File: src/source/icache_pkg.sv
// instruction cache package with geometry constants, width types and miss states
`default_nettype none

package icache_pkg;

    // ----------------------------------------
    // geometry

    localparam int NUM_SETS    = 16;
    localparam int FETCH_BYTES = 16;
    localparam int BLOCK_BYTES = 32;
    localparam int FILL_BEATS  = BLOCK_BYTES / FETCH_BYTES;
    localparam int TAG_BITS    = 25;

    // ----------------------------------------
    // width types

    typedef logic [$clog2(NUM_SETS)-1:0]            index_t;
    typedef logic [$clog2(FILL_BEATS)-1:0]          beat_t;
    typedef logic [TAG_BITS-1:0]                    tag_t;
    // tag sits above the index
    typedef logic [TAG_BITS+$clog2(NUM_SETS)-1:0]   block_addr_t;
    typedef logic [FETCH_BYTES*8-1:0]               fetch_t;
    // beat 0 lives in the low half
    typedef logic [BLOCK_BYTES*8-1:0]               block_t;

    // miss handler states
    typedef enum logic [2:0] {
        IDLE,
        REQUEST,
        WAIT_L2,
        FILL,
        DELAY
    } miss_state_t;

endpackage

`default_nettype wire

File: src/source/icache_lru_array.sv
// per-set LRU bits, set by hit feedback and read for victim selection
`timescale 1ns/10ps
`default_nettype none

module icache_lru_array (
    input  logic                CLK,
    input  logic                nRST,
    input  logic                hit_valid,
    input  icache_pkg::index_t  hit_index,
    input  logic                hit_way,
    input  icache_pkg::index_t  look_index,
    output logic                lru_way
);
    import icache_pkg::*;

    logic [NUM_SETS-1:0] lru_q;

    always_ff @(posedge CLK, negedge nRST) begin
        if (~nRST) begin
            lru_q <= '0;
        end else if (hit_valid) begin
            // the way not hit becomes the victim
            lru_q[hit_index] <= ~hit_way;
        end
    end

    // combinational read for miss capture
    assign lru_way = lru_q[look_index];

endmodule

`default_nettype wire

File: config.mk
export PLATFORM = sky130hd
export DESIGN_NAME = icache_lru_array
export DESIGN_NICKNAME = d
export VERILOG_FILES = /design/src/source/icache_pkg.sv /design/src/source/icache_lru_array.sv
export SDC_FILE = /design/constraint.sdc
export NUM_CORES = 1
export LEC_CHECK = 0
export BUFFER_PORTS_ARGS = -buffer_cell sky130_fd_sc_hd__buf_2
export CORE_ASPECT_RATIO = 1.1
export CORE_MARGIN = 2
export CORE_UTILIZATION = 45
export CTS_CLUSTER_SIZE = 20
export DETAILED_ROUTE_END_ITERATION = 8
export PLACE_DENSITY = 0.69
export SLEW_MARGIN = 20
export SYNTH_ARGS = -nofsm -noshare
export SYNTH_HDL_FRONTEND = slang
export SYNTH_SLANG_ARGS = --single-unit
File: constraint.sdc
create_clock -name CLK -period 1.3 [get_ports CLK]
set_clock_uncertainty 0.2 [all_clocks]
set_input_delay 0.26 -clock CLK [delete_from_list [all_inputs] [get_ports CLK]]
set_output_delay 0.26 -clock CLK [all_outputs]
set_load 0.05 [all_outputs]
; ---- After elaboration in Yosys (flattened, before gate mapping)
; Index checks and enable logic that the tools add are counted.
[totals]
ff_bits = 16
in_bits = 12
[classes]
order_cmp = 3
mux = 5
bitwise_logic = 1
n_reduce_logical = 1
[op_table]
columns = operator, n
row1 = $bwmux 16, 1
row2 = $lt 4x5->1 const B, 2
row3 = $bmux 1 s4, 1
row4 = $demux 1 s4, 1
row5 = $ge 4x1->1 const B, 1
row6 = $mux 1, 2
row7 = $logic_and 1x1->1, 1
row8 = $not 1->1, 1

; ---- Depth between registers and ports, before layout
[logic_depth]
ltp_word = 5
depth_mapped = 4

; ---- Worst setup path before layout
; Ideal clock, no wire load.
[synth_path]
path_type = input to output
start = in look_index[0]
end = out lru_way
arrival_time_ns = 1.442
t_required_ns = 0.840
setup_slack_ns = -0.602
stages = 3
path_cell_list = mux4_2 mux2i_1 mux2i_1
[synth_via]
elab_chain_len = 2
[synth_lines]
columns = item, line_no
row1 = from (decl), icache_lru_array.sv:11  ; input icache_pkg::index_t look_index,
row2 = $bmux 1 s4, icache_lru_array.sv:28  ; assign lru_way = lru_q[look_index];
row3 = $mux 1 (not written as such), icache_lru_array.sv:28
row4 = to (decl), icache_lru_array.sv:12  ; output logic lru_way
; Every way passes these cells. The select of a mux whose other input is x is not followed.

; ---- Final worst setup path
[layout_path]
start = reg lru_q[10]
end = out lru_way
[layout_via]
elab_chain_len = 2
[layout_lines]
columns = item, line_no
row1 = from (decl), icache_lru_array.sv:16  ; logic [NUM_SETS-1:0] lru_q;
row2 = "from (signal, indexed assignment)", icache_lru_array.sv:23  ; lru_q[hit_index] <= ~hit_way;
row3 = $bmux 1 s4, icache_lru_array.sv:28
row4 = $mux 1 (not written as such), icache_lru_array.sv:28
; Every way passes these cells. The select of a mux whose other input is x is not followed.

==> results.sh <==
export IMPL_worst_endpoint_arrival_ns=1.62
export IMPL_path_class="flip-flop to output port"
export IMPL_diodes=0
export IMPL_cts_root_buf="clkbuf_4"
export IMPL_crit_buf_inv=1
export IMPL_final_cell_mix="o31ai_1, dfrtp_1, o21ai_0"
export IMPL_rr_worst_depth=2
export IMPL_setup_violations=1
export IMPL_r2r_start="lru_q[10]"
export IMPL_syn_num_nets=79
export IMPL_ys_ff_latch=16
export IMPL_synth_area_per_cell_um2=11.8
export IMPL_initial_core_util_pct=48.8
export IMPL_powerDensity_mw_per_mm2=1390
export IMPL_port_buffers=12
export IMPL_wire_per_inst_um=15.5
export IMPL_fin_hold_ws_ns=0.157
export IMPL_pin_count=13
export IMPL_drcViolationCount=0
export IMPL_fmax_mhz=480
export IMPL_drtIter0Drc=26
export IMPL_layout_nets=96
export IMPL_status="finished, violations left"
export IMPL_clk_pin_slew_ns=0.10
export IMPL_layout_drive_gt1_share_pct=32.5
export IMPL_die_area_mm2=0.00210
export IMPL_area_growth_pct=20.3
export IMPL_rsz0062_at_grt="true"
export IMPL_grt_max_degree=17
export IMPL_fin_util_pct=58.8
export IMPL_fin_ws_ns=-0.782
export IMPL_antenna_found_initial=0
export IMPL_reg2reg_setup_slack_ns=0.40
export IMPL_fin_tns_setup_ns=-0.782
export IMPL_syn_inst=67
export IMPL_finalNonFillerCells=100
export IMPL_violations="setup timing"
export IMPL_cp_depth=4
export IMPL_grt_pass1_vias=605
export IMPL_ys_warn_count=0
export IMPL_crit_fanout=2
export IMPL_cpMaxStageDelayCell="mux4_2"
export IMPL_fill_cells=147
export IMPL_vias=622
export IMPL_pre_cts_slack_ns=-0.638
export IMPL_die_h_um=47.9
export IMPL_cts_setup_buffers=0
export IMPL_gp_congestion=0.721
export IMPL_startpoint="lru_q[10]"
export IMPL_ys_seq_area_share_pct=50.8
export IMPL_crit_path_max_incr_delay_ns=0.47
export IMPL_firstDrtPassIters=4
export IMPL_end_kind="output port"
export IMPL_avgViaCountPerCell=6.22
export IMPL_clk_path_buf_depth=2
export IMPL_routed_wl_um=1550
export IMPL_regMostFlops="lru_q"
export IMPL_reg_top3="lru_q x16"
export IMPL_cts_buffers=3
export IMPL_drv_slew=0
export IMPL_fp_coreArea_mm2=0.00161
export IMPL_track_usage_pct=17.7
export IMPL_worstSetupStartpointType="flip-flop"
export IMPL_period_share_pct=160
export IMPL_cts_htree_levels=1
export IMPL_ant_nets=0
export IMPL_grt_overflow=0
export IMPL_clock_sinks=16
export IMPL_syn_cell_area_um2=788
export IMPL_post_route_min_period_ns=2.08
export IMPL_cts_tree="built"
export IMPL_relSlewSlack_pct=76.2
export IMPL_p_leak_uw=0.000386
export IMPL_required_ns=0.84
export IMPL_endpoint="lru_way"
export IMPL_worstSkewPairLatency_ns=0.28
export IMPL_hold_path_class="input port to flip-flop"
export IMPL_crit_family="multiplexers"
export IMPL_worstMarginPinSlew_ns=0.358
export IMPL_grt_first_pass_wirelength_um=2620
export IMPL_row_count=15
export IMPL_cap_violations=0
export IMPL_synth_distinct_cells=14
export IMPL_cp_cell_sequence="mux4_2 > mux2i_2 > mux2i_4 > buf_6"
export IMPL_place_inst=95
export IMPL_largest_reg_flops=16
export IMPL_hold_viol=0
export IMPL_r2r_end="lru_q[10]"
export IMPL_vdd_drop_max_mv=0.770
export IMPL_die_x_um=43.9
==> cell usage after synthesis <==
library cell / instances / share of area [%]
o21ai_1: 4 / 2.5
nand2_1: 1 / 0.48
o31ai_1: 16 / 15
nand2b_1: 2 / 1.6
dfrtp_1: 16 / 51
mux2i_1: 3 / 3.8
or2_2: 1 / 0.79
buf_2: 1 / 0.63
or3b_1: 1 / 1.1
nand3_1: 1 / 0.63
o21ai_0: 12 / 7.6
clkbuf_1: 3 / 1.4
nand3b_1: 2 / 1.9
mux4_2: 4 / 11
==> metrics by stage <==
step                      total power (uW)  area (um^2)
after floorplan                        886          808
after global placement                 970          896
after detailed placement               988          896
after CTS                             1330          948
after global routing                  1390          948
final                                 1320          948
==> final cells by class <==
| cell class | instances | area, um^2 | share of cell area (%) |
|---|---|---|---|
| Tap cell | 17 | 21.3 | 2.24 |
| Clock buffer | 4 | 36.3 | 3.83 |
| Sequential cell | 16 | 400 | 42.2 |
| Multi-Input combinational cell | 47 | 392 | 41.3 |
| Timing Repair Buffer | 16 | 98.8 | 10.4 |
==> power by group <==
group	internal [uW]	switching, uW
registers	598	53.2
clock network	170	158
logic	168	169
==> cell families (layout without fill, tap and decap cells) <==
family | count (synthesis) | after routing | share of synthesized area (%)
DFF | 16 | 16 | 50.8
AOI/OAI and AO/OA | 32 | 32 | 25.4
muxes | 7 | 7 | 15.2
and+or+nand+nor | 8 | 8 | 6.51
buffers and inverters | 4 | 20 | 2.06
==> metal layers <==
layer	up-vias	part of all wire [%]	global-route usage, %	wire (um)
met5	-	0	0	0
met4	0	0.78	9.09	12
met3	2	3.2	3.40	50
met2	18	50	30.6	769
met1	304	46	21.4	713
li1	298	-	-	-
==> worst min path at each step <==
stage,startpoint,to,slack (ns),cells past startpoint
after floorplan,nRST,lru_q[0],-0.24,0
after global routing,hit_index[2],lru_q[2],0.19,3
after CTS,hit_index[2],lru_q[2],0.15,3
after global placement,nRST,lru_q[2],-0.01,1
final,hit_index[2],lru_q[2],0.16,3
after detailed placement,nRST,lru_q[2],-0.01,1
==> tightest hold or removal path, stage by stage <==
cell and delay, ns:
buf_2 0.09, or2_2 0.18, o31ai_1 0.08
==> timing repair <==
| action | CTS | global route |
|---|---|---|
| hold buffers | 1 | 0 |
| gates cloned | 0 | 0 |
| hold endpoints to repair | 16 | 0 |
| gates resized for setup | 2 | 0 |
| endpoints found under the setup margin | 1 | 1 |
(Power assumes the default switching activity.)
