`src/source/icache_pkg.sv`:
```
// instruction cache package with geometry constants, width types and miss states
`default_nettype none

package icache_pkg;

    // ----------------------------------------
    // geometry

    localparam int NUM_SETS    = 16;
    localparam int FETCH_BYTES = 16;
    localparam int BLOCK_BYTES = 32;
    localparam int FILL_BEATS  = BLOCK_BYTES / FETCH_BYTES;
    localparam int TAG_BITS    = 25;

    // ----------------------------------------
    // width types

    typedef logic [$clog2(NUM_SETS)-1:0]            index_t;
    typedef logic [$clog2(FILL_BEATS)-1:0]          beat_t;
    typedef logic [TAG_BITS-1:0]                    tag_t;
    // tag sits above the index
    typedef logic [TAG_BITS+$clog2(NUM_SETS)-1:0]   block_addr_t;
    typedef logic [FETCH_BYTES*8-1:0]               fetch_t;
    // beat 0 lives in the low half
    typedef logic [BLOCK_BYTES*8-1:0]               block_t;

    // miss handler states
    typedef enum logic [2:0] {
        IDLE,
        REQUEST,
        WAIT_L2,
        FILL,
        DELAY
    } miss_state_t;

endpackage

`default_nettype wire

```
`src/source/icache_fill_if.sv`:
```
// array write bus from the miss handler into the tag and data arrays
`timescale 1ns/10ps
`default_nettype none

interface icache_fill_if;
    import icache_pkg::*;

    logic   wr_en;
    logic   way;
    index_t index;
    beat_t  beat;
    tag_t   tag;
    // only set on the final beat of a block
    logic   valid;
    fetch_t word;

    modport fsm (
        output wr_en, way, index, beat, tag, valid, word
    );

    modport array (
        input wr_en, way, index, beat, tag, valid, word
    );

endinterface

`default_nettype wire

```
`src/source/icache_miss_fsm.sv`:
```
// miss handler with L2 request, block buffer, array fill and response bypass
`timescale 1ns/10ps
`default_nettype none

module icache_miss_fsm (
    input  logic                        CLK,
    input  logic                        nRST,
    input  logic                        look_valid,
    input  icache_pkg::index_t          look_index,
    input  icache_pkg::beat_t           look_beat,
    input  logic                        miss_valid,
    input  icache_pkg::tag_t            miss_tag,
    input  logic                        lru_way,
    output logic                        l2_req_valid,
    output icache_pkg::block_addr_t     l2_req_addr,
    input  logic                        l2_req_ready,
    input  logic                        l2_resp_valid,
    input  icache_pkg::block_addr_t     l2_resp_addr,
    input  icache_pkg::block_t          l2_resp_data,
    input  icache_pkg::beat_t           beat,
    input  logic                        last,
    output logic                        step,
    output logic                        bypass_valid,
    output logic                        bypass_way,
    output icache_pkg::tag_t            bypass_tag,
    output icache_pkg::fetch_t          bypass_word,
    icache_fill_if.fsm                  fill
);
    import icache_pkg::*;

    miss_state_t                state_q, state_d;
    index_t                     miss_index_q;
    tag_t                       miss_tag_q;
    logic                       miss_way_q;
    fetch_t [FILL_BEATS-1:0]    block_buf_q;
    block_addr_t                miss_addr;
    logic                       capture;
    logic                       resp_match;

    assign miss_addr  = {miss_tag_q, miss_index_q};
    // blocking cache, so feedback outside IDLE is dropped
    assign capture    = (state_q == IDLE) & miss_valid;
    // stale responses for other blocks are ignored
    assign resp_match = (state_q == WAIT_L2) & l2_resp_valid & (l2_resp_addr == miss_addr);

    // ----------------------------------------
    // state register

    always_ff @(posedge CLK, negedge nRST) begin
        if (~nRST) begin
            state_q <= IDLE;
        end else begin
            state_q <= state_d;
        end
    end

    always_comb begin
        state_d = state_q;
        case (state_q)
            IDLE:    if (capture) state_d = REQUEST;
            REQUEST: if (l2_req_ready) state_d = WAIT_L2;
            WAIT_L2: if (resp_match) state_d = FILL;
            FILL:    if (last) state_d = DELAY;
            DELAY:   state_d = IDLE;
            default: state_d = IDLE;
        endcase
    end

    // ----------------------------------------
    // miss register and block buffer

    always_ff @(posedge CLK) begin
        if (capture) begin
            miss_index_q <= look_index;
            miss_tag_q   <= miss_tag;
            miss_way_q   <= lru_way;
        end
        if (resp_match) begin
            block_buf_q <= l2_resp_data;
        end
    end

    assign l2_req_valid = (state_q == REQUEST);
    assign l2_req_addr  = miss_addr;

    // one beat per cycle into the victim way
    assign fill.wr_en = (state_q == FILL);
    assign fill.way   = miss_way_q;
    assign fill.index = miss_index_q;
    assign fill.beat  = beat;
    assign fill.tag   = miss_tag_q;
    assign fill.valid = last;
    assign fill.word  = block_buf_q[beat];
    assign step       = fill.wr_en;

    // lookups of the block in flight read from the buffer
    assign bypass_valid = look_valid & ((state_q == FILL) | (state_q == DELAY))
                        & (look_index == miss_index_q);
    assign bypass_way   = miss_way_q;
    assign bypass_tag   = miss_tag_q;
    assign bypass_word  = block_buf_q[look_beat];

endmodule

`default_nettype wire

```
`src/flat_wrapper.sv`:
```
// flat-port wrapper written by rule: the top's interface ports become plain ports
module icache_miss_fsm_flat import icache_pkg::*;
  (CLK, nRST, look_valid, look_index, look_beat, miss_valid, miss_tag, lru_way, l2_req_valid, l2_req_addr, l2_req_ready, l2_resp_valid, l2_resp_addr, l2_resp_data, beat, last, step, bypass_valid, bypass_way, bypass_tag, bypass_word, fill_wr_en, fill_way, fill_index, fill_beat, fill_tag, fill_valid, fill_word);
  icache_fill_if fill_i ();
  input  logic CLK;
  input  logic nRST;
  input  logic look_valid;
  input  icache_pkg::index_t look_index;
  input  icache_pkg::beat_t look_beat;
  input  logic miss_valid;
  input  icache_pkg::tag_t miss_tag;
  input  logic lru_way;
  output logic l2_req_valid;
  output icache_pkg::block_addr_t l2_req_addr;
  input  logic l2_req_ready;
  input  logic l2_resp_valid;
  input  icache_pkg::block_addr_t l2_resp_addr;
  input  icache_pkg::block_t l2_resp_data;
  input  icache_pkg::beat_t beat;
  input  logic last;
  output logic step;
  output logic bypass_valid;
  output logic bypass_way;
  output icache_pkg::tag_t bypass_tag;
  output icache_pkg::fetch_t bypass_word;
  output wire logic [$bits(fill_i.wr_en)-1:0] fill_wr_en;
  output wire logic [$bits(fill_i.way)-1:0] fill_way;
  output wire logic [$bits(fill_i.index)-1:0] fill_index;
  output wire logic [$bits(fill_i.beat)-1:0] fill_beat;
  output wire logic [$bits(fill_i.tag)-1:0] fill_tag;
  output wire logic [$bits(fill_i.valid)-1:0] fill_valid;
  output wire logic [$bits(fill_i.word)-1:0] fill_word;
  assign fill_wr_en = fill_i.wr_en;
  assign fill_way = fill_i.way;
  assign fill_index = fill_i.index;
  assign fill_beat = fill_i.beat;
  assign fill_tag = fill_i.tag;
  assign fill_valid = fill_i.valid;
  assign fill_word = fill_i.word;
  icache_miss_fsm u_core (.CLK(CLK), .nRST(nRST), .look_valid(look_valid), .look_index(look_index), .look_beat(look_beat), .miss_valid(miss_valid), .miss_tag(miss_tag), .lru_way(lru_way), .l2_req_valid(l2_req_valid), .l2_req_addr(l2_req_addr), .l2_req_ready(l2_req_ready), .l2_resp_valid(l2_resp_valid), .l2_resp_addr(l2_resp_addr), .l2_resp_data(l2_resp_data), .beat(beat), .last(last), .step(step), .bypass_valid(bypass_valid), .bypass_way(bypass_way), .bypass_tag(bypass_tag), .bypass_word(bypass_word), .fill(fill_i));
endmodule
```
`config.mk`:
```
export PLATFORM = sky130hd
export DESIGN_NAME = icache_miss_fsm_flat
export DESIGN_NICKNAME = d
export VERILOG_FILES = /design/src/source/icache_pkg.sv /design/src/source/icache_fill_if.sv /design/src/source/icache_miss_fsm.sv /design/src/flat_wrapper.sv
export SDC_FILE = /design/constraint.sdc
export NUM_CORES = 1
export LEC_CHECK = 0
export ABC_AREA = 1
export BUFFER_PORTS_ARGS = -buffer_cell sky130_fd_sc_hd__buf_4
export CAP_MARGIN = 30
export CORE_AREA = 2 2 257 259
export DETAILED_ROUTE_END_ITERATION = 6
export DIE_AREA = 0 0 259 261
export GPL_ROUTABILITY_DRIVEN = 1
export MAX_ROUTING_LAYER = met4
export PLACE_DENSITY = 0.5
export SLEW_MARGIN = 20
export SYNTH_ARGS = -nofsm -noshare
export SYNTH_HDL_FRONTEND = slang
export SYNTH_SLANG_ARGS = --single-unit
```
`constraint.sdc`:
```
create_clock -name CLK -period 13.21 [get_ports CLK]
set_input_delay 1.9815 -clock CLK [delete_from_list [all_inputs] [get_ports CLK]]
set_output_delay 1.9815 -clock CLK [all_outputs]
set_load 0.03 [all_outputs]
```
# Yosys cells after proc, flatten, opt, wreduce, memory -nomap -nowiden
# Index checks and enable logic that the tools add are counted.
op_classes:
  shifts: 0
  n_eq_ne: 10
  add_sub_neg: 0
  div: 0
  n_mux: 9
  bitwise_logic: 6
  reduce_logical: 2
  n_mul: 0
  magnitude_cmp: 2
op_table:
  columns: ["operator", "n"]
  rows:
  - ["2-to-1 mux 128 bit", 4]
  - ["== test 29 bit", 1]
  - ["2-to-1 mux 3 bit", 4]
  - ["one-hot mux 3 bit (4 select lines)", 1]
  - ["== test 3 x 2 -> 1 bit (second input constant)", 2]
  - ["!= test 2 x 1 -> 1 bit (second input constant)", 3]
  - ["AND 1 bit", 5]
  - ["== test 4 bit", 1]
  - ["less-than comparator 1 x 2 -> 1 bit (second input constant)", 2]
  - ["AND reduction 4 bit", 1]
  - ["== test 3 x 1 -> 1 bit (second input constant)", 1]
  - ["== test 3 bit (second input constant)", 1]
  - ["zero test 3 bit", 1]
  - ["!= test 2 bit (second input constant)", 1]
  - ["OR 1 bit", 1]
totals:
  ff_bits: 289
  latchBits: 0
  romBits: 0
  ram_bits: 0
  elab_cells: 35
  mem_count: 0

# Longest topological paths before layout
depth:
  depth_word: 5
  depth_mapped: 13
  mapped_depth_nobuf: 13

# Least setup slack after synthesis
# No wires, ideal clock.
synth_path:
  kind: "input-to-reg"
  from: "input port l2_resp_addr[28]"
  to: "register u_core.block_buf_q[0] (netlist name), enable pin"
  setup_slack_ns: -0.816
  path_stages: 6
  arrival_time_ns: 13.150
  setup_ns: 0.877
  cell_sequence: "xor2_1 -> a21oi_1 -> nand3_1 -> nor3_1 -> nand3_1 -> nor2_1"
synth_between:
  elab_chain_len: 2
synth_rtl:
  columns: ["element", "line", "text"]
  rows:
  - ["start, declared", "flat_wrapper.sv:17", "input icache_pkg::block_addr_t l2_resp_addr;"]
  - ["== test 29 bit", "icache_miss_fsm.sv:44", "assign resp_match = (state_q == WAIT_L2) & l2_resp_valid & (l2_resp_addr == miss_addr);"]
  - ["AND 1 bit", "icache_miss_fsm.sv:44", null]
  - ["via u_core.resp_match", "icache_miss_fsm.sv:38", "logic resp_match;"]
  - ["end signal, assigned", "icache_miss_fsm.sv:79", "block_buf_q <= l2_resp_data;"]
  - ["end, declared", "icache_miss_fsm.sv:35", "fetch_t [FILL_BEATS-1:0] block_buf_q;"]
# The timed path passes the listed nets, and every way through them passes these cells.
# A chain may end at the register's enable or synchronous reset.

# Worst setup path in the final report
layout_path:
  from: "input port beat"
  to: "output port fill_word[77]"
layout_between:
  elab_chain_len: 2
layout_rtl:
  columns: ["element", "line", "text"]
  rows:
  - ["start, declared", "flat_wrapper.sv:19", "input icache_pkg::beat_t beat;"]
  - ["2-to-1 mux 128 bit (not written as such) (2 in series)", "icache_miss_fsm.sv:93", "assign fill.word = block_buf_q[beat];"]
  - ["end, declared", "flat_wrapper.sv:32", "output wire logic [$bits(fill_i.word)-1:0] fill_word;"]
# Every way passes these cells. The select of a mux whose other input is x is not followed.

==> impl_metrics.py <==
metrics = {
    "status": {
        "status": "finished, final reports clean",
    },
    "sta": {
        "max_freq_ghz": 0.167,
        "hold_ws_ns": 0.530,
        "rsz0062_at_grt": "no",
        "fin_crit_ns": 5.98,
        "drv_slew": 0,
        "fin_worst_skew_ns": 0.0130,
        "tightest_slew_ns": 0.918,
        "finalSetupViolations": 0,
        "hold_violations": 0,
        "tns_ns": 0,
        "maxSlewHeadroom": 0.388,
        "min_period_over_period": 0.453,
        "worst_slack_ns": 7.23,
    },
    "synthesis": {
        "yosysSeqAreaShare": 0.666,
        "ys.flop_type": "edfxtp_1",
        "avgSynthCellArea_um2": 10.3,
        "yosysTopAreaCell": "edfxtp_1",
        "synth_warnings": 0,
        "ys_types": 25,
        "synth_top_cell_area_share": 0.661,
        "async_flop_share": 0.0104,
        "syn-cell-area_um2": 13000,
        "synth_area_leaders": "edfxtp_1 66%, o21ai_0 10%, nand2_1 10%",
        "netlist_instances": 1263,
        "synth_edf_count": 286,
        "syn-num-nets": 1587,
        "ys_ff_latch": 289,
    },
    "drt": {
        "vias": 10987,
        "ant_nets": 0,
        "drc_errors": 0,
        "drt_first_pass_iters": 5,
        "wl_per_cell_um": 17.7,
        "vias_per_cell": 3.97,
        "initialDrtViolationCount": 551,
        "routed_wl_um": 49000,
    },
    "placement": {
        "numPortBuffers": 670,
        "place_hpwl_um": 37300,
        "post-place-ws_ns": 7.23,
        "place.gp.congestion": 0.949,
        "dpl.cell_count": 2692,
    },
    "pwr": {
        "powerDensity_nw_per_um2": 131,
        "power_leakage_nw": 8.73,
        "vdd_drop_max_mv": 0.101,
    },
    "finish": {
        "area_delta_synth_final_pct": 51.8,
        "most-common-layout-cells": "677 x buf_4, 345 x nand2_1, 286 x edfxtp_1",
        "n_fill_cell": 6740,
        "final_common_cell": "buf_4",
        "layout-drive-gt1-share": 0.389,
        "final_cell_count_no_fill": 2765,
        "fin_nets": 2192,
    },
    "global_routing": {
        "grt_pass1_wl_um": 68900,
        "antenna_found_initial": 4,
        "grt_max_degree": 100,
        "grtUsageTotal": 0.141,
        "grt_pass1_vias": 11134,
        "overflow": 0,
    },
    "cts": {
        "cts_sinks": 289,
        "post_cts_buffers": 0,
        "h-tree-depth": 2,
        "cts-resized-gates": 0,
        "cts_tree": "built",
        "cts_hold_buf": 0,
        "cts_root_buf": "clkbuf_16",
        "cts_buffers": 37,
        "clk_latency_ns": 0.54,
        "clock_path_buffers": 3,
        "cts.clk_slew.worst_paths_ns": 0.05,
    },
    "critical_path": {
        "cp.required_ns": 11.23,
        "crit_type": "input port to primary output",
        "crit_path_start_kind": "input port",
        "endpoint_kind": "primary output",
        "crit_arrival_ns": 4.00,
        "path_max_fanout": 92,
        "r2r_cells": 7,
    },
    "die": {
        "dieArea_um2": 67600,
        "core_um2": 65000,
        "initial_core_util": 0.200,
        "io_pins": 671,
        "fp.dieW_um": 259,
        "rows": 94,
        "die_h_um": 261,
    },
    "hold_path": {
        "hp-class": "flop to flop",
        "hold_depth": 2,
    },
    "flow_run": {
        "max-cap-violations": 0,
    },
}
## state kept, by name, summed over array words and instances, names as in the netlist
signal              count
u_core.block_buf_q    256
u_core.bypass_tag      25
u_core.bypass_way       1
u_core.fill.index       4
u_core.state_q          3
## critical path, stage by stage
cell	delay, ns
buf_6	0.48
buf_4	0.75
o21ai_0	0.41
buf_4	0.28
## final cells by class
| cell class | instances | area (um2) | share of cell area |
|---|---|---|---|
| Clock inverter | 17 | 130 | 0.00659 |
| Tap cell | 864 | 1080 | 0.0548 |
| Timing Repair Buffer | 680 | 5130 | 0.260 |
| Antenna cell | 4 | 10.0 | 0.000507 |
| Sequential cell | 289 | 8660 | 0.439 |
| Clock buffer | 51 | 1020 | 0.0517 |
| Inverter | 191 | 717 | 0.0363 |
| Multi-Input combinational cell | 669 | 2980 | 0.151 |
## where the power goes
part / switching (mW) / internal (mW) / total [mW]
combinational: 0.332 / 0.203 / 0.536
sequential: 0.0401 / 1.04 / 1.08
clock: 0.395 / 0.579 / 0.974
## cells in the mapped netlist (5+ instances only)
cell,instances
nor2_1,16
xnor2_1,6
edfxtp_1,286
nor3_1,5
nand3_1,10
clkbuf_1,54
nand2_1,345
o21ai_0,260
inv_1,189
buf_4,58
nand4_1,7
## kinds of logic after synthesis
kind of cell / count (synthesis) / share of synthesized area
compound gates: 270 / 0.106
flops: 289 / 0.666
buf+inv: 305 / 0.105
simple gates: 391 / 0.117
xor+xnor: 8 / 0.00539
## per-stage QoR
stage	power (mW)	cell area, um2	utilization
CTS	2.64	19700	0.303
finish	2.59	19700	0.303
global route	2.70	19700	0.303
global placement	1.64	18500	0.285
floorplan	1.42	13000	-
detailed placement	1.64	18500	0.285
## final timing paths
kind / startpoint / end / slack [ns]
max in group asynchronous: nRST / u_core.state_q[1] / 11.88
worst min register to register: u_core.state_q[1] / u_core.state_q[1] / 0.53
worst max-delay path: beat / fill_word[77] / 7.23
worst max register to register: u_core.bypass_tag[9] / u_core.block_buf_q[208] / 9.60
worst min-delay path: u_core.state_q[1] / u_core.state_q[1] / 0.53
min in group asynchronous: nRST / u_core.state_q[0] / 1.23
## layer usage
layer / vias to the layer above / share of wire / routed length (um) / GRT usage
met1: 5044 / 0.37 / 18100 / 0.148
met2: 515 / 0.51 / 25100 / 0.251
met3: 87 / 0.086 / 4230 / 0.0423
li1: 5341 / - / - / -
met5: - / 0 / 0 / -
met4: 0 / 0.033 / 1600 / 0.0509
No activity file was read; power rests on OpenSTA's default activity.
