### src/source/icache_pkg.sv
// instruction cache package with geometry constants, width types and miss states
`default_nettype none

package icache_pkg;

    // ----------------------------------------
    // geometry

    localparam int NUM_SETS    = 16;
    localparam int FETCH_BYTES = 16;
    localparam int BLOCK_BYTES = 32;
    localparam int FILL_BEATS  = BLOCK_BYTES / FETCH_BYTES;
    localparam int TAG_BITS    = 25;

    // ----------------------------------------
    // width types

    typedef logic [$clog2(NUM_SETS)-1:0]            index_t;
    typedef logic [$clog2(FILL_BEATS)-1:0]          beat_t;
    typedef logic [TAG_BITS-1:0]                    tag_t;
    // tag sits above the index
    typedef logic [TAG_BITS+$clog2(NUM_SETS)-1:0]   block_addr_t;
    typedef logic [FETCH_BYTES*8-1:0]               fetch_t;
    // beat 0 lives in the low half
    typedef logic [BLOCK_BYTES*8-1:0]               block_t;

    // miss handler states
    typedef enum logic [2:0] {
        IDLE,
        REQUEST,
        WAIT_L2,
        FILL,
        DELAY
    } miss_state_t;

endpackage

`default_nettype wire

### src/source/icache_fill_if.sv
// array write bus from the miss handler into the tag and data arrays
`timescale 1ns/10ps
`default_nettype none

interface icache_fill_if;
    import icache_pkg::*;

    logic   wr_en;
    logic   way;
    index_t index;
    beat_t  beat;
    tag_t   tag;
    // only set on the final beat of a block
    logic   valid;
    fetch_t word;

    modport fsm (
        output wr_en, way, index, beat, tag, valid, word
    );

    modport array (
        input wr_en, way, index, beat, tag, valid, word
    );

endinterface

`default_nettype wire

### src/source/icache_tag_array.sv
// two-way tag and valid storage with registered read and per-way fill write
`timescale 1ns/10ps
`default_nettype none

module icache_tag_array (
    input  logic                    CLK,
    input  logic                    nRST,
    input  logic                    rd_en,
    input  icache_pkg::index_t      rd_index,
    output logic [1:0]              rd_valid_by_way,
    output icache_pkg::tag_t [1:0]  rd_tag_by_way,
    icache_fill_if.array            fill
);
    import icache_pkg::*;

    logic [NUM_SETS-1:0][1:0]   valid_q;
    tag_t [1:0]                 tag_mem [NUM_SETS];

    // valid bits and their read register
    always_ff @(posedge CLK, negedge nRST) begin
        if (~nRST) begin
            valid_q         <= '0;
            rd_valid_by_way <= '0;
        end else begin
            if (rd_en) begin
                rd_valid_by_way <= valid_q[rd_index];
            end
            // early beats drop the valid bit of the victim way
            if (fill.wr_en) begin
                valid_q[fill.index][fill.way] <= fill.valid;
            end
        end
    end

    // tag storage
    always_ff @(posedge CLK) begin
        if (rd_en) begin
            rd_tag_by_way <= tag_mem[rd_index];
        end
        if (fill.wr_en && fill.valid) begin
            tag_mem[fill.index][fill.way] <= fill.tag;
        end
    end

endmodule

`default_nettype wire
### src/flat_wrapper.sv
// flat-port wrapper written by rule: the top's interface ports become plain ports
module icache_tag_array_flat import icache_pkg::*;
  (CLK, nRST, rd_en, rd_index, rd_valid_by_way, rd_tag_by_way, fill_wr_en, fill_way, fill_index, fill_beat, fill_tag, fill_valid, fill_word);
  icache_fill_if fill_i ();
  input  logic CLK;
  input  logic nRST;
  input  logic rd_en;
  input  icache_pkg::index_t rd_index;
  output logic [1:0] rd_valid_by_way;
  output icache_pkg::tag_t [1:0] rd_tag_by_way;
  input wire logic [$bits(fill_i.wr_en)-1:0] fill_wr_en;
  input wire logic [$bits(fill_i.way)-1:0] fill_way;
  input wire logic [$bits(fill_i.index)-1:0] fill_index;
  input wire logic [$bits(fill_i.beat)-1:0] fill_beat;
  input wire logic [$bits(fill_i.tag)-1:0] fill_tag;
  input wire logic [$bits(fill_i.valid)-1:0] fill_valid;
  input wire logic [$bits(fill_i.word)-1:0] fill_word;
  assign fill_i.wr_en = fill_wr_en;
  assign fill_i.way = fill_way;
  assign fill_i.index = fill_index;
  assign fill_i.beat = fill_beat;
  assign fill_i.tag = fill_tag;
  assign fill_i.valid = fill_valid;
  assign fill_i.word = fill_word;
  icache_tag_array u_core (.CLK(CLK), .nRST(nRST), .rd_en(rd_en), .rd_index(rd_index), .rd_valid_by_way(rd_valid_by_way), .rd_tag_by_way(rd_tag_by_way), .fill(fill_i));
endmodule
### config.mk
export PLATFORM = sky130hd
export DESIGN_NAME = icache_tag_array_flat
export DESIGN_NICKNAME = d
export VERILOG_FILES = /design/src/source/icache_pkg.sv /design/src/source/icache_fill_if.sv /design/src/source/icache_tag_array.sv /design/src/flat_wrapper.sv
export SDC_FILE = /design/constraint.sdc
export NUM_CORES = 1
export LEC_CHECK = 0
export BUFFER_PORTS_ARGS = -buffer_cell sky130_fd_sc_hd__buf_4
export CAP_MARGIN = 30
export CORE_ASPECT_RATIO = 1.75
export CORE_MARGIN = 3
export CORE_UTILIZATION = 60
export CTS_BUF_LIST = sky130_fd_sc_hd__clkbuf_16
export DETAILED_ROUTE_END_ITERATION = 12
export PLACE_DENSITY = 0.79
export SYNTH_ARGS = -nofsm -noshare
export SYNTH_HDL_FRONTEND = slang
export SYNTH_SLANG_ARGS = --single-unit
### constraint.sdc
create_clock -name CLK -period 1.8 [get_ports CLK]
set_clock_uncertainty 0.05 [all_clocks]
set_input_delay 0.27 -clock CLK [delete_from_list [all_inputs] [get_ports CLK]]
set_output_delay 0.27 -clock CLK [all_outputs]
set_load 0.02 [all_outputs]
Word level (Yosys, flattened, before mapping)
Memory sizes are Yosys's and may differ from the RTL's. A register that Yosys moved wholly into a read port is not among the register bits.
Index checks and enable logic that the tools add are counted.
{"block": "op_classes", "reduce_logical": 3, "n_div": 0, "eq_ne": 0, "order_cmp": 5, "n_mux": 11, "add_sub_neg": 0, "multipliers": 0, "shift": 0, "n_bitwise": 0}
{"cell": "50-bit 2-to-1 mux", "n": 1}
{"cell": "32-bit bitwise mux", "n": 1}
{"cell": "25-bit demux with 1-bit select", "n": 1}
{"cell": "25-bit 2-to-1 mux", "n": 1}
{"cell": "4-bit by 5-bit < comparator with 1-bit output, second input constant", "n": 2}
{"cell": "2-bit binary-select mux with 4-bit select", "n": 1}
{"cell": "2-bit demux with 4-bit select", "n": 1}
{"cell": "4-bit by 1-bit greater-or-equal comparator with 1-bit output, second input constant", "n": 1}
{"cell": "2-bit 2-to-1 mux", "n": 2}
{"cell": "1-bit logical AND", "n": 3}
{"cell": "1-bit by 2-bit < comparator with 1-bit output, second input constant", "n": 1}
{"cell": "1-bit 2-to-1 mux", "n": 2}
{"cell": "1-bit demux with 1-bit select", "n": 1}
{"cell": "1-bit greater-or-equal comparator, second input constant", "n": 1}
{"block": "word_totals", "wordCells": 37, "memories": 1, "latch_bits": 0, "ff_bits": 34, "inputBits": 168, "mem_bits_rw": 800, "out_inout_bits": 52, "romBits": 0}
{"memory": "u_core.tag_mem", "depth": 16, "word_bits": 50, "read_ports": 1, "rd_clocked_by_memory_dff": 1, "write_ports": 1, "line_no": "icache_tag_array.sv:17", "source": "tag_t [1:0] tag_mem [NUM_SETS];"}

Longest topological paths before layout
Gate-level depths: netlist (run 1).
{"block": "depth", "word_depth": 7, "ltp_mapped": 6, "depth_no_buf": 4}

Worst setup path before layout (run 1)
No wires, ideal clock.
{"block": "synth_timing", "path_type": "input -> register", "from": "input fill_valid", "to": "memory u_core.tag_mem[15][25] (netlist name) (enable)", "path_slack_ns": -0.482, "t_arrival_ns": 1.825, "path_buffers": 2, "setup_time_ns": 0.407, "path_stages": 4, "required_time_ns": 1.343, "cell_sequence": "nand3_1 -> clkbuf_1 -> clkbuf_1 -> nor2_1"}
{"block": "synth_between", "elab_chain_cells": 3}
{"element": "start: declaration", "line_no": "flat_wrapper.sv:16", "source": "input wire logic [$bits(fill_i.valid)-1:0] fill_valid;"}
{"element": "1-bit logical AND", "line_no": "icache_tag_array.sv:40", "source": "if (fill.wr_en && fill.valid) begin"}
{"element": "1-bit 2-to-1 mux", "line_no": "icache_tag_array.sv:40"}
{"element": "50-bit 2-to-1 mux (not written as such)", "line_no": "icache_tag_array.sv:41", "source": "tag_mem[fill.index][fill.way] <= fill.tag;"}
{"element": "end: declaration", "line_no": "icache_tag_array.sv:17"}
No other way between the ends.

Worst setup path after layout (run 1)
{"block": "layout_timing", "from": "register u_core.valid_q[17] (netlist name)", "to": "register u_core.rd_valid_by_way[1]"}
{"block": "layout_between", "elab_chain_cells": 2}
{"element": "start: declaration", "line_no": "icache_tag_array.sv:16", "source": "logic [NUM_SETS-1:0][1:0] valid_q;"}
{"element": "start signal: indexed assignment", "line_no": "icache_tag_array.sv:30", "source": "valid_q[fill.index][fill.way] <= fill.valid;"}
{"element": "2-bit binary-select mux with 4-bit select", "line_no": "icache_tag_array.sv:26", "source": "rd_valid_by_way <= valid_q[rd_index];"}
{"element": "2-bit 2-to-1 mux (not written as such)", "line_no": "icache_tag_array.sv:26"}
{"element": "end signal: assignment", "line_no": "icache_tag_array.sv:26"}
{"element": "end: declaration", "line_no": "icache_tag_array.sv:10", "source": "output logic [1:0] rd_valid_by_way,"}
No other way between the ends. The select of a mux whose other input is x is not followed.
A chain may end at the register's enable or synchronous reset.

==> reports/metrics.cfg, run 1 <==
[global_routing]
grt_pass1_vias=17000
grt_first_pass_wirelength_um=117000
antenna_found_initial=2
grt-ovfl-total=0
grt_use_total=0.280
grt_max_degree=38

[logic_synthesis]
synth.avg_cell_area_um2=24.9
yosys.area_share.simple=0.00792
synth_top_family_by_area=multiplexers
muxShareOfSynthArea=0.181
synthXorXnorAreaFrac=0
ys_seq_elements=884
syn_area_um2=33300
yosysSeqAreaShare=0.791
synthDistinctLibCells=20
syn_nets=1506
synth-adder-area-share=0
ys_warn_count=0
synth_compound_area_frac=0.00810
syn-instance-count=1338

[drt]
vias=15900
wl_per_cell_um=34.0
drt_iter0_markers=1950
vias_per_cell=6.84
antenna_left=0
first_pass_iters=5
drc=0
wl_um=78800

[clock_tree]
cts_sinks=884
cts_tree=done
clk_pin_slew_ps=70
clock_latency_ps=610
cts_max_level=3
numCtsBuffers=72
clockRootBuffer=clkbuf_16
clk_path_buf_depth=3

[layout]
diodes=0
final_nets=1749
nFillCells=2890
drive_gt1_frac=0.387
utilization=0.718
areaGrowthSynthToFinish_pct=17.4
fin_area_um2=39200

[sta]
final.period_utilization=0.978
fin_crit_ps=1760
setup_viol=0
slew_headroom=0.669
finalHoldViolCount=0
fmax_mhz=568
rsz0062_at_grt=false
worstMarginPinSlew_ps=496
setup-tns-final_ps=0
final_max_slew_viol_count=0

[min_path]
min_from=fill_tag[15]
hold_depth=1
hold_path_class=in -> reg
hold_path_end=u_core.tag_mem[11][40]

[worst_setup_path]
timing.rr.start=u_core.valid_q[17]
rr_worst_depth=4
r2r_end=u_core.rd_valid_by_way[1]
ff2ff_setup_slack_ps=40
end_kind=flip-flop
critPathLaunchType=flip-flop
required_ps=2240
path_max_fanout=2
criticalPathCategory=reg -> reg
arrival_ps=2200

[placement]
numPortBuffers=90
gp_congestion=0.838
dpl-instance-area_um2=36700
dp_hpwl_um=43700

[floorplanning]
dieArea_um2=58600
io_pins=220
fp.coreArea_um2=54600
dieHeight_um=318
num_rows=113
initial_core_util=0.611
die_w_um=184

[power_and_ir_drop]
power-per-cell-area_nw_per_um2=1070
peakVddDrop_mv=1.33
p_leak_nw=12.6

[outcome]
status=completed

[job]
cap_viol_max_count=0

==> power breakdown <==
part	internal (mW)	leakage (nW)	switching (mW)
clock	9.26	1.19	7.08
sequential	22.9	8.13	0.185
combinational	1.16	3.28	1.34
total	33.3	12.6	8.60
==> routing by layer <==
metal | share of wire | GRT usage
met4 | 0.037 | 0.113
met5 | 0.00022 | 0
met1 | 0.35 | 0.373
met2 | 0.53 | 0.468
met3 | 0.086 | 0.0499
==> repair_timing <==
action                                  in CTS  in global routing
hold buffers                                 5                  0
endpoints found under the setup margin       1                  1
pin swaps                                    0                  0
endpoints found under the hold margin       45                  0
gates resized for setup                      1                  1
buffers inserted                             0                  0
==> cell usage in the layout (no fill, tap or decap), types with 2 or more instances in the layout <==
| cell type | Yosys | layout |
|---|---|---|
| buf_12 | 4 | 82 |
| buf_4 | 6 | 146 |
| bufinv_16 | 0 | 13 |
| clkbuf_16 | 0 | 73 |
| clkinv_1 | 0 | 11 |
| clkinv_2 | 0 | 9 |
| clkinv_4 | 0 | 2 |
| clkinvlp_4 | 0 | 7 |
| dfrtp_1 | 34 | 34 |
| dlygate4sd3_1 | 0 | 5 |
| edfxtp_1 | 850 | 850 |
| inv_1 | 0 | 9 |
| mux2_2 | 7 | 7 |
| mux2i_1 | 6 | 5 |
| mux4_2 | 237 | 258 |
| nand2_1 | 10 | 10 |
| nand3_1 | 7 | 7 |
| nor2_1 | 39 | 7 |
| nor2_2 | 0 | 8 |
| nor2_4 | 0 | 24 |
| nor2b_1 | 4 | 4 |
| o21ai_0 | 54 | 54 |
==> sequential cells by signal, indices dropped and copies added, names as in the netlist <==
name                    cells
u_core.tag_mem            800
u_core.rd_tag_by_way       50
u_core.valid_q             32
u_core.rd_valid_by_way      2
==> worst max path at each step <==
stage | slack, ps | from | cells past startpoint | endpoint
detailed placement | -340 | rd_index[0] | 5 | u_core.rd_tag_by_way[17]
floorplan | -400 | fill_way | 3 | u_core.tag_mem[15][0]
CTS | 30 | u_core.valid_q[14] | 4 | u_core.rd_valid_by_way[0]
global placement | -340 | rd_index[0] | 5 | u_core.rd_tag_by_way[17]
finish | 40 | u_core.valid_q[17] | 4 | u_core.rd_valid_by_way[1]
global route | 20 | u_core.valid_q[23] | 4 | u_core.rd_valid_by_way[1]
==> synthesized netlist by cell type <==
master    count  area (um^2)
edfxtp_1    850        25500
mux4_2      237         5340
o21ai_0      54          270
nor2_1       39          146
dfrtp_1      34          851
clkbuf_1     25         93.8
mux4_1       21          552
buf_2        17         85.1
nand2_1      10         37.5
buf_1         7         26.3
buf_6         7         78.8
mux2_2        7         78.8
nand3_1       7         35.0
buf_4         6         45.0
mux2i_1       6         60.1
buf_12        4         80.1
nor2b_1       4         25.0
nand2b_1      1         6.26
nand3b_1      1         7.51
nand4_1       1         6.26
==> final cells by class <==
cell class                 instances  area [um^2]  share of cell area
sequential                       884        26400               0.674
multi-input combinational        388         6700               0.171
timing repair buffer             235         2820              0.0719
clock buffer                      73         1830              0.0466
tap                              690          863              0.0220
clock inverter                    51          581              0.0148
==> stage by stage <==
stage          std cells  power, mW  setup slack [ps]  hold WS [ps]
6_report            2321       41.9              39.2          23.1
5_1_grt             2321       43.1              19.0          22.8
4_1_cts             2321       42.1              31.1          1.23
3_5_place_dp        2192       26.0              -339           203
3_3_place_gp        2192       25.8              -336           182
2_1_floorplan       1338       24.9              -400         -75.6
==> logic make-up (layout without fill, tap and decap cells) <==
family,Yosys count,in the layout
muxes,271,271
AOI/OAI and AO/OA,54,54
DFF,884,884
and+or+nand+nor,63,63
buffers and inverters,66,359
==> worst max-delay path, stage by stage, from the launching register on <==
cell     delay (ps)
dfrtp_1         390
mux4_2          500
mux2i_1         250
mux2i_1         180
mux2_2          290
Power figures use the tool's default switching activity.
==> run 2: changes to the inputs <==
Settings changed: CTS_BUF_LIST sky130_fd_sc_hd__clkbuf_16 to sky130_fd_sc_hd__clkbuf_8 sky130_fd_sc_hd__clkbuf_16.
==> run 2 against run 1 <==
  * Register-to-register slack got worse by 20 ps
  * Largest power group unchanged
  * Sequential power is essentially flat
  * Sequential cell count stayed put
  * Maximum frequency shrank 1.2%
  * Power grew 0.29%
  * Sequential share of layout area about the same
  * Worst setup slack worse by 22 ps
  * Routed wire length up 1.5%
==> reports/metrics.cfg, run 2 (same netlist as run 1, synthesis figures left out) <==
[worst_setup_path]
criticalPathCategory=reg -> reg
required_ps=2240  ; about the same
arrival_ps=2220  ; +20 ps
timing.rr.start=u_core.valid_q[23]
critPathLaunchType=flip-flop
cp-startpoint=u_core.valid_q[23]
path_max_fanout=2  ; unchanged
end_kind=flip-flop

[layout]
largest_register=u_core.tag_mem
most-common-layout-cells=edfxtp_1 (850), mux4_2 (258), buf_4 (146), buf_12 (82), clkbuf_16 (73)
seq_area_um2=26400  ; unchanged
final_common_cell=edfxtp_1
top_regs=u_core.tag_mem (800), u_core.rd_tag_by_way (50), u_core.valid_q (32)
drive_gt1_frac=0.388  ; about the same
diodes=0  ; unchanged
nFillCells=2905  ; +0.52%
multi_input_area_um2=6680  ; -0.19%
largest_register_ffs=800  ; unchanged
final_nets=1751  ; +0.11%
utilization=0.718  ; about the same
final_cells=2323  ; +0.086%
areaGrowthSynthToFinish_pct=17.5  ; about the same
fin_area_um2=39200  ; about the same

[placement]
dpl-instance-area_um2=36700  ; unchanged
pre_cts_ws_ps=-339  ; unchanged
gp_congestion=0.838  ; unchanged
dp_hpwl_um=43700  ; unchanged
placed_cells=2192  ; unchanged
numPortBuffers=90  ; unchanged

[min_path]
hold_path_class=in -> reg
min_from=fill_tag[22]

[clock_tree]
clk_path_buf_depth=3  ; unchanged
cts_max_level=3  ; unchanged
cts_sinks=884  ; unchanged
clockRootBuffer=clkbuf_16
numCtsBuffers=72  ; unchanged
clock_latency_ps=610  ; about the same
cts_tree=done
clk_pin_slew_ps=70  ; about the same

[sta]
final.period_utilization=0.990  ; +0.0120
rsz0062_at_grt=false
setup-tns-final_ps=0  ; unchanged
fin_crit_ps=1780  ; +21.6 ps
fin_hold_ws_ps=34.2  ; +11.2 ps
fmax_mhz=561  ; -1.2%
slew_headroom=0.667  ; -0.00243
worstMarginPinSlew_ps=500  ; +3.65 ps
setup_viol=0  ; unchanged
final_max_slew_viol_count=0  ; unchanged
layout_setup_ws_ps=17.6  ; -21.6 ps
finalHoldViolCount=0  ; unchanged

[global_routing]
grt_pass1_vias=17100  ; +0.18%
grt_use_total=0.284  ; +0.00376
grt_first_pass_wirelength_um=118000  ; +1.1%
grt_max_degree=38  ; unchanged
grt-ovfl-total=0  ; unchanged
antenna_found_initial=1  ; -1

[job]
cap_viol_max_count=0  ; unchanged

[drt]
wl_um=80100  ; +1.5%
vias=16100  ; +1.6%
wl_per_cell_um=34.5  ; +1.4%
first_pass_iters=6  ; +1
vias_per_cell=6.94  ; +1.5%
drc=0  ; unchanged
drt_iter0_markers=2106  ; +8.0%
antenna_left=0  ; unchanged

[power_and_ir_drop]
post-layout-total-power_mw=42.1  ; +0.29%
power-per-cell-area_nw_per_um2=1070  ; +0.22%
peakVddDrop_mv=1.29  ; -3.4%
p_leak_nw=12.6  ; +0.16%

[outcome]
status=completed

[floorplanning]
num_rows=113  ; unchanged
dieHeight_um=318  ; unchanged
die_w_um=184  ; unchanged
dieArea_um2=58600  ; unchanged
io_pins=220  ; unchanged
initial_core_util=0.611  ; unchanged
fp.coreArea_um2=54600  ; unchanged

[run 2: cell types whose count changed in the layout (fill, tap and decap cells not counted), sizes merged]
cell	change
clkinv	-2
clkbuf	+2
dlygate4sd3	+2
[run 2: final timing paths]
check / endpoint / cells past startpoint / slack [ps]
hold / removal: u_core.tag_mem[0][22] / 1 / 30
min in group asynchronous: u_core.rd_valid_by_way[1] / 2 / 120
setup reg to reg: u_core.rd_valid_by_way[1] / 4 / 20
setup / recovery: u_core.rd_valid_by_way[1] / 4 / 20
hold reg to reg: u_core.valid_q[3] / 1 / 460
max in group asynchronous: u_core.rd_valid_by_way[0] / 2 / 1220
[run 2: worst max-delay path: stages (launching register included)]
cell and delay [ps]:
dfrtp_1 380, mux4_2 520, mux2i_1 250, mux2i_1 180
mux2_2 290
[run 2: area by class of cell]
class,count,share of cell area
Clock buffer,75,0.0473
Clock inverter,49,0.0146
Multi-Input combinational cell,388,0.171
Sequential cell,884,0.673
Tap cell,690,0.0220
Timing Repair Buffer,237,0.0724
[run 2: repair_timing]
| item | CTS | global route |
|---|---|---|
| buffers inserted | 0 | 0 |
| resized for setup | 0 | 0 |
| hold buffers | 7 | 0 |
| hold endpoints to repair | 56 | 0 |
[run 2: power breakdown]
part,leakage [nW],switching (mW),internal [mW]
combinational,3.29,1.34,1.15
sequential,8.13,0.189,22.9
clock,1.20,7.11,9.35
total,12.6,8.64,33.4
[run 2: routing by layer]
layer / routed length, um / up-vias / share of wire / global-route usage
met5: 0 / - / 0 / 0
met4: 3510 / 0 / 0.044 / 0.116
met3: 7260 / 234 / 0.091 / 0.0494
met2: 42100 / 1165 / 0.53 / 0.476
met1: 27100 / 8492 / 0.34 / 0.376
li1: - / 6235 / - / -
==> run 3: changes to the inputs <==
Settings changed: CORE_UTILIZATION 60 to 50, PLACE_DENSITY 0.79 to 0.68.
Clock period 1.8 ns to 1.9 ns, I/O delays scaled along.
==> run 3 against run 2 <==
  * Sequential cell count stayed put
  * Critical endpoint is now u_core.rd_valid_by_way[0]
  * Final cell count is 8.7% higher
  * Non-clock buffer count stayed put
  * Maximum frequency is 1.2% lower
  * Largest power group unchanged
==> reports/metrics.cfg, run 3 (same netlist as run 1, synthesis figures left out) <==
[floorplanning]
fp.coreArea_um2=65600  ; +20%
die_w_um=201  ; +9.2%
dieHeight_um=348  ; +9.4%
num_rows=124  ; +9.7%
io_pins=220  ; unchanged
dieArea_um2=70000  ; +19%
initial_core_util=0.508  ; -0.103

[global_routing]
grt_max_degree=35  ; -7.9%
antenna_found_initial=0  ; -1
grt_first_pass_wirelength_um=109000  ; -7.9%
grt_pass1_vias=16100  ; -5.9%
grt-ovfl-total=0  ; unchanged
grt_use_total=0.214  ; -0.0697

[layout]
areaGrowthSynthToFinish_pct=18.7
final_common_cell=edfxtp_1
diodes=0  ; unchanged
most-common-layout-cells=edfxtp_1 (850), mux4_2 (258), buf_4 (138), buf_12 (95), clkbuf_16 (77)
final_nets=1753  ; +0.11%
drive_gt1_frac=0.386  ; -0.00152
largest_register_ffs=800  ; unchanged
largest_register=u_core.tag_mem
final_cells=2524  ; +8.7%
top_regs=u_core.tag_mem (800), u_core.rd_tag_by_way (50), u_core.valid_q (32)

[worst_setup_path]
required_ps=2340  ; +100 ps
end_kind=flip-flop
critPathLaunchType=flip-flop
arrival_ps=2240  ; +20 ps
r2r_end=u_core.rd_valid_by_way[0]
criticalPathCategory=reg -> reg
rr_worst_depth=4  ; unchanged
path_max_fanout=2  ; unchanged
timing.rr.start=u_core.valid_q[14]
ff2ff_setup_slack_ps=100  ; +80 ps

[power_and_ir_drop]
power_frac_seq=0.559  ; +0.009
power-per-cell-area_nw_per_um2=988  ; -7.9%
internal_power_mw=31.2  ; -6.7%
post-layout-total-power_mw=39.1  ; -7.0%
combPwrFrac=0.060  ; about the same
peakVddDrop_mv=0.682  ; -47%
swShare=0.203  ; -0.00272
p_leak_nw=12.7  ; +0.55%
clockPowerShare=0.381  ; -0.010
p_switching_mw=7.93  ; -8.2%

[drt]
drt_iter0_markers=1502  ; -29%
vias_per_cell=5.95  ; -14%
drc=0  ; unchanged
first_pass_iters=5  ; -1
wl_um=73200  ; -8.5%
wl_per_cell_um=29.0  ; -16%
antenna_left=0  ; unchanged
vias=15000  ; -6.9%

[clock_tree]
cts_sinks=884  ; unchanged
clk_pin_slew_ps=70  ; about the same
clock_latency_ps=600  ; about the same
cts_tree=done
cts_max_level=3  ; unchanged
clockRootBuffer=clkbuf_16
clk_path_buf_depth=3  ; unchanged
numCtsBuffers=74  ; +2.8%

[sta]
worstMarginPinSlew_ps=482  ; -17.6 ps
final_max_slew_viol_count=0  ; unchanged
fin_crit_ps=1800  ; +21.8 ps
fmax_mhz=554  ; -1.2%
slew_headroom=0.679  ; +0.0117
fin_hold_ws_ps=32.7  ; -1.59 ps
finalHoldViolCount=0  ; unchanged
setup_viol=0  ; unchanged
rsz0062_at_grt=false
final.period_utilization=0.950  ; -0.0406

[min_path]
hold_depth=1  ; unchanged
hold_path_end=u_core.tag_mem[8][39]
min_from=fill_tag[14]
hold_path_class=in -> reg

[placement]
gp_congestion=0.781  ; -6.9%
dp_hpwl_um=43100  ; -1.3%
numPortBuffers=90  ; unchanged
placed_cells=2389  ; +9.0%

[job]
cap_viol_max_count=0  ; unchanged

[outcome]
status=completed

[run 3: power by group through the flow]
stage	combinational [mW]	clock, mW	sequential, mW
floorplan	1.19	0	22.4
global placement	2.31	0	22.3
detailed placement	2.36	0	22.3
CTS	2.38	15.2	21.9
global route	2.50	16.0	21.9
finish	2.33	14.9	21.9
[run 3: final cells by class]
type	count	area, um^2
well taps	882	1100
multi-input cells	388	6730
repair buffers	237	2990
flip-flops and latches	884	26400
fillers	4421	26100
clock buffers	78	1940
clock inverters	55	433
[run 3: how the worst max path moves through the flow]
stage                        from                         to  slack, ps  depth (start not counted)
2_1_floorplan          fill_valid     u_core.tag_mem[15][25]       -400                          4
3_3_place_gp          rd_index[0]   u_core.rd_tag_by_way[18]       -280                          5
3_5_place_dp          rd_index[0]  u_core.rd_valid_by_way[0]       -340                          7
4_1_cts        u_core.valid_q[14]  u_core.rd_valid_by_way[0]        120                          4
5_1_grt        u_core.valid_q[14]  u_core.rd_valid_by_way[0]        100                          4
6_report       u_core.valid_q[14]  u_core.rd_valid_by_way[0]        100                          4
[run 3: routing by layer]
layer  vias to the layer above  global-route usage  wire length (um)  part of all wire
li1                       6250                   -                 -                 -
met1                      8136               0.282             27800              0.38
met2                       521               0.380             39700              0.54
met3                       102              0.0297              4100             0.056
met4                         0              0.0613              1610             0.022
met5                         -                   0                 0                 0
[run 3: timing repair]
action / in CTS / in global routing
endpoints found under the hold margin: 39 / 0
hold buffers: 2 / 0
setup buffers: 0 / 0
gates resized for setup: 0 / 0
[run 3: stage by stage]
stage / utilization / cell area (um^2) / setup TNS, ps / setup slack, ps
2_1_floorplan: - / 33500 / -148560 / -397
3_3_place_gp: 0.566 / 37200 / -11860 / -282
3_5_place_dp: 0.566 / 37200 / -12040 / -338
4_1_cts: 0.603 / 39600 / 0 / 119
5_1_grt: 0.603 / 39600 / 0 / 104
6_report: 0.603 / 39600 / 0 / 95.8
[run 3: critical path, cell delays in order (launching register included)]
cell and delay [ps]:
dfrtp_1 380, mux4_2 470, mux2i_1 280, mux2i_1 210
mux2_2 300
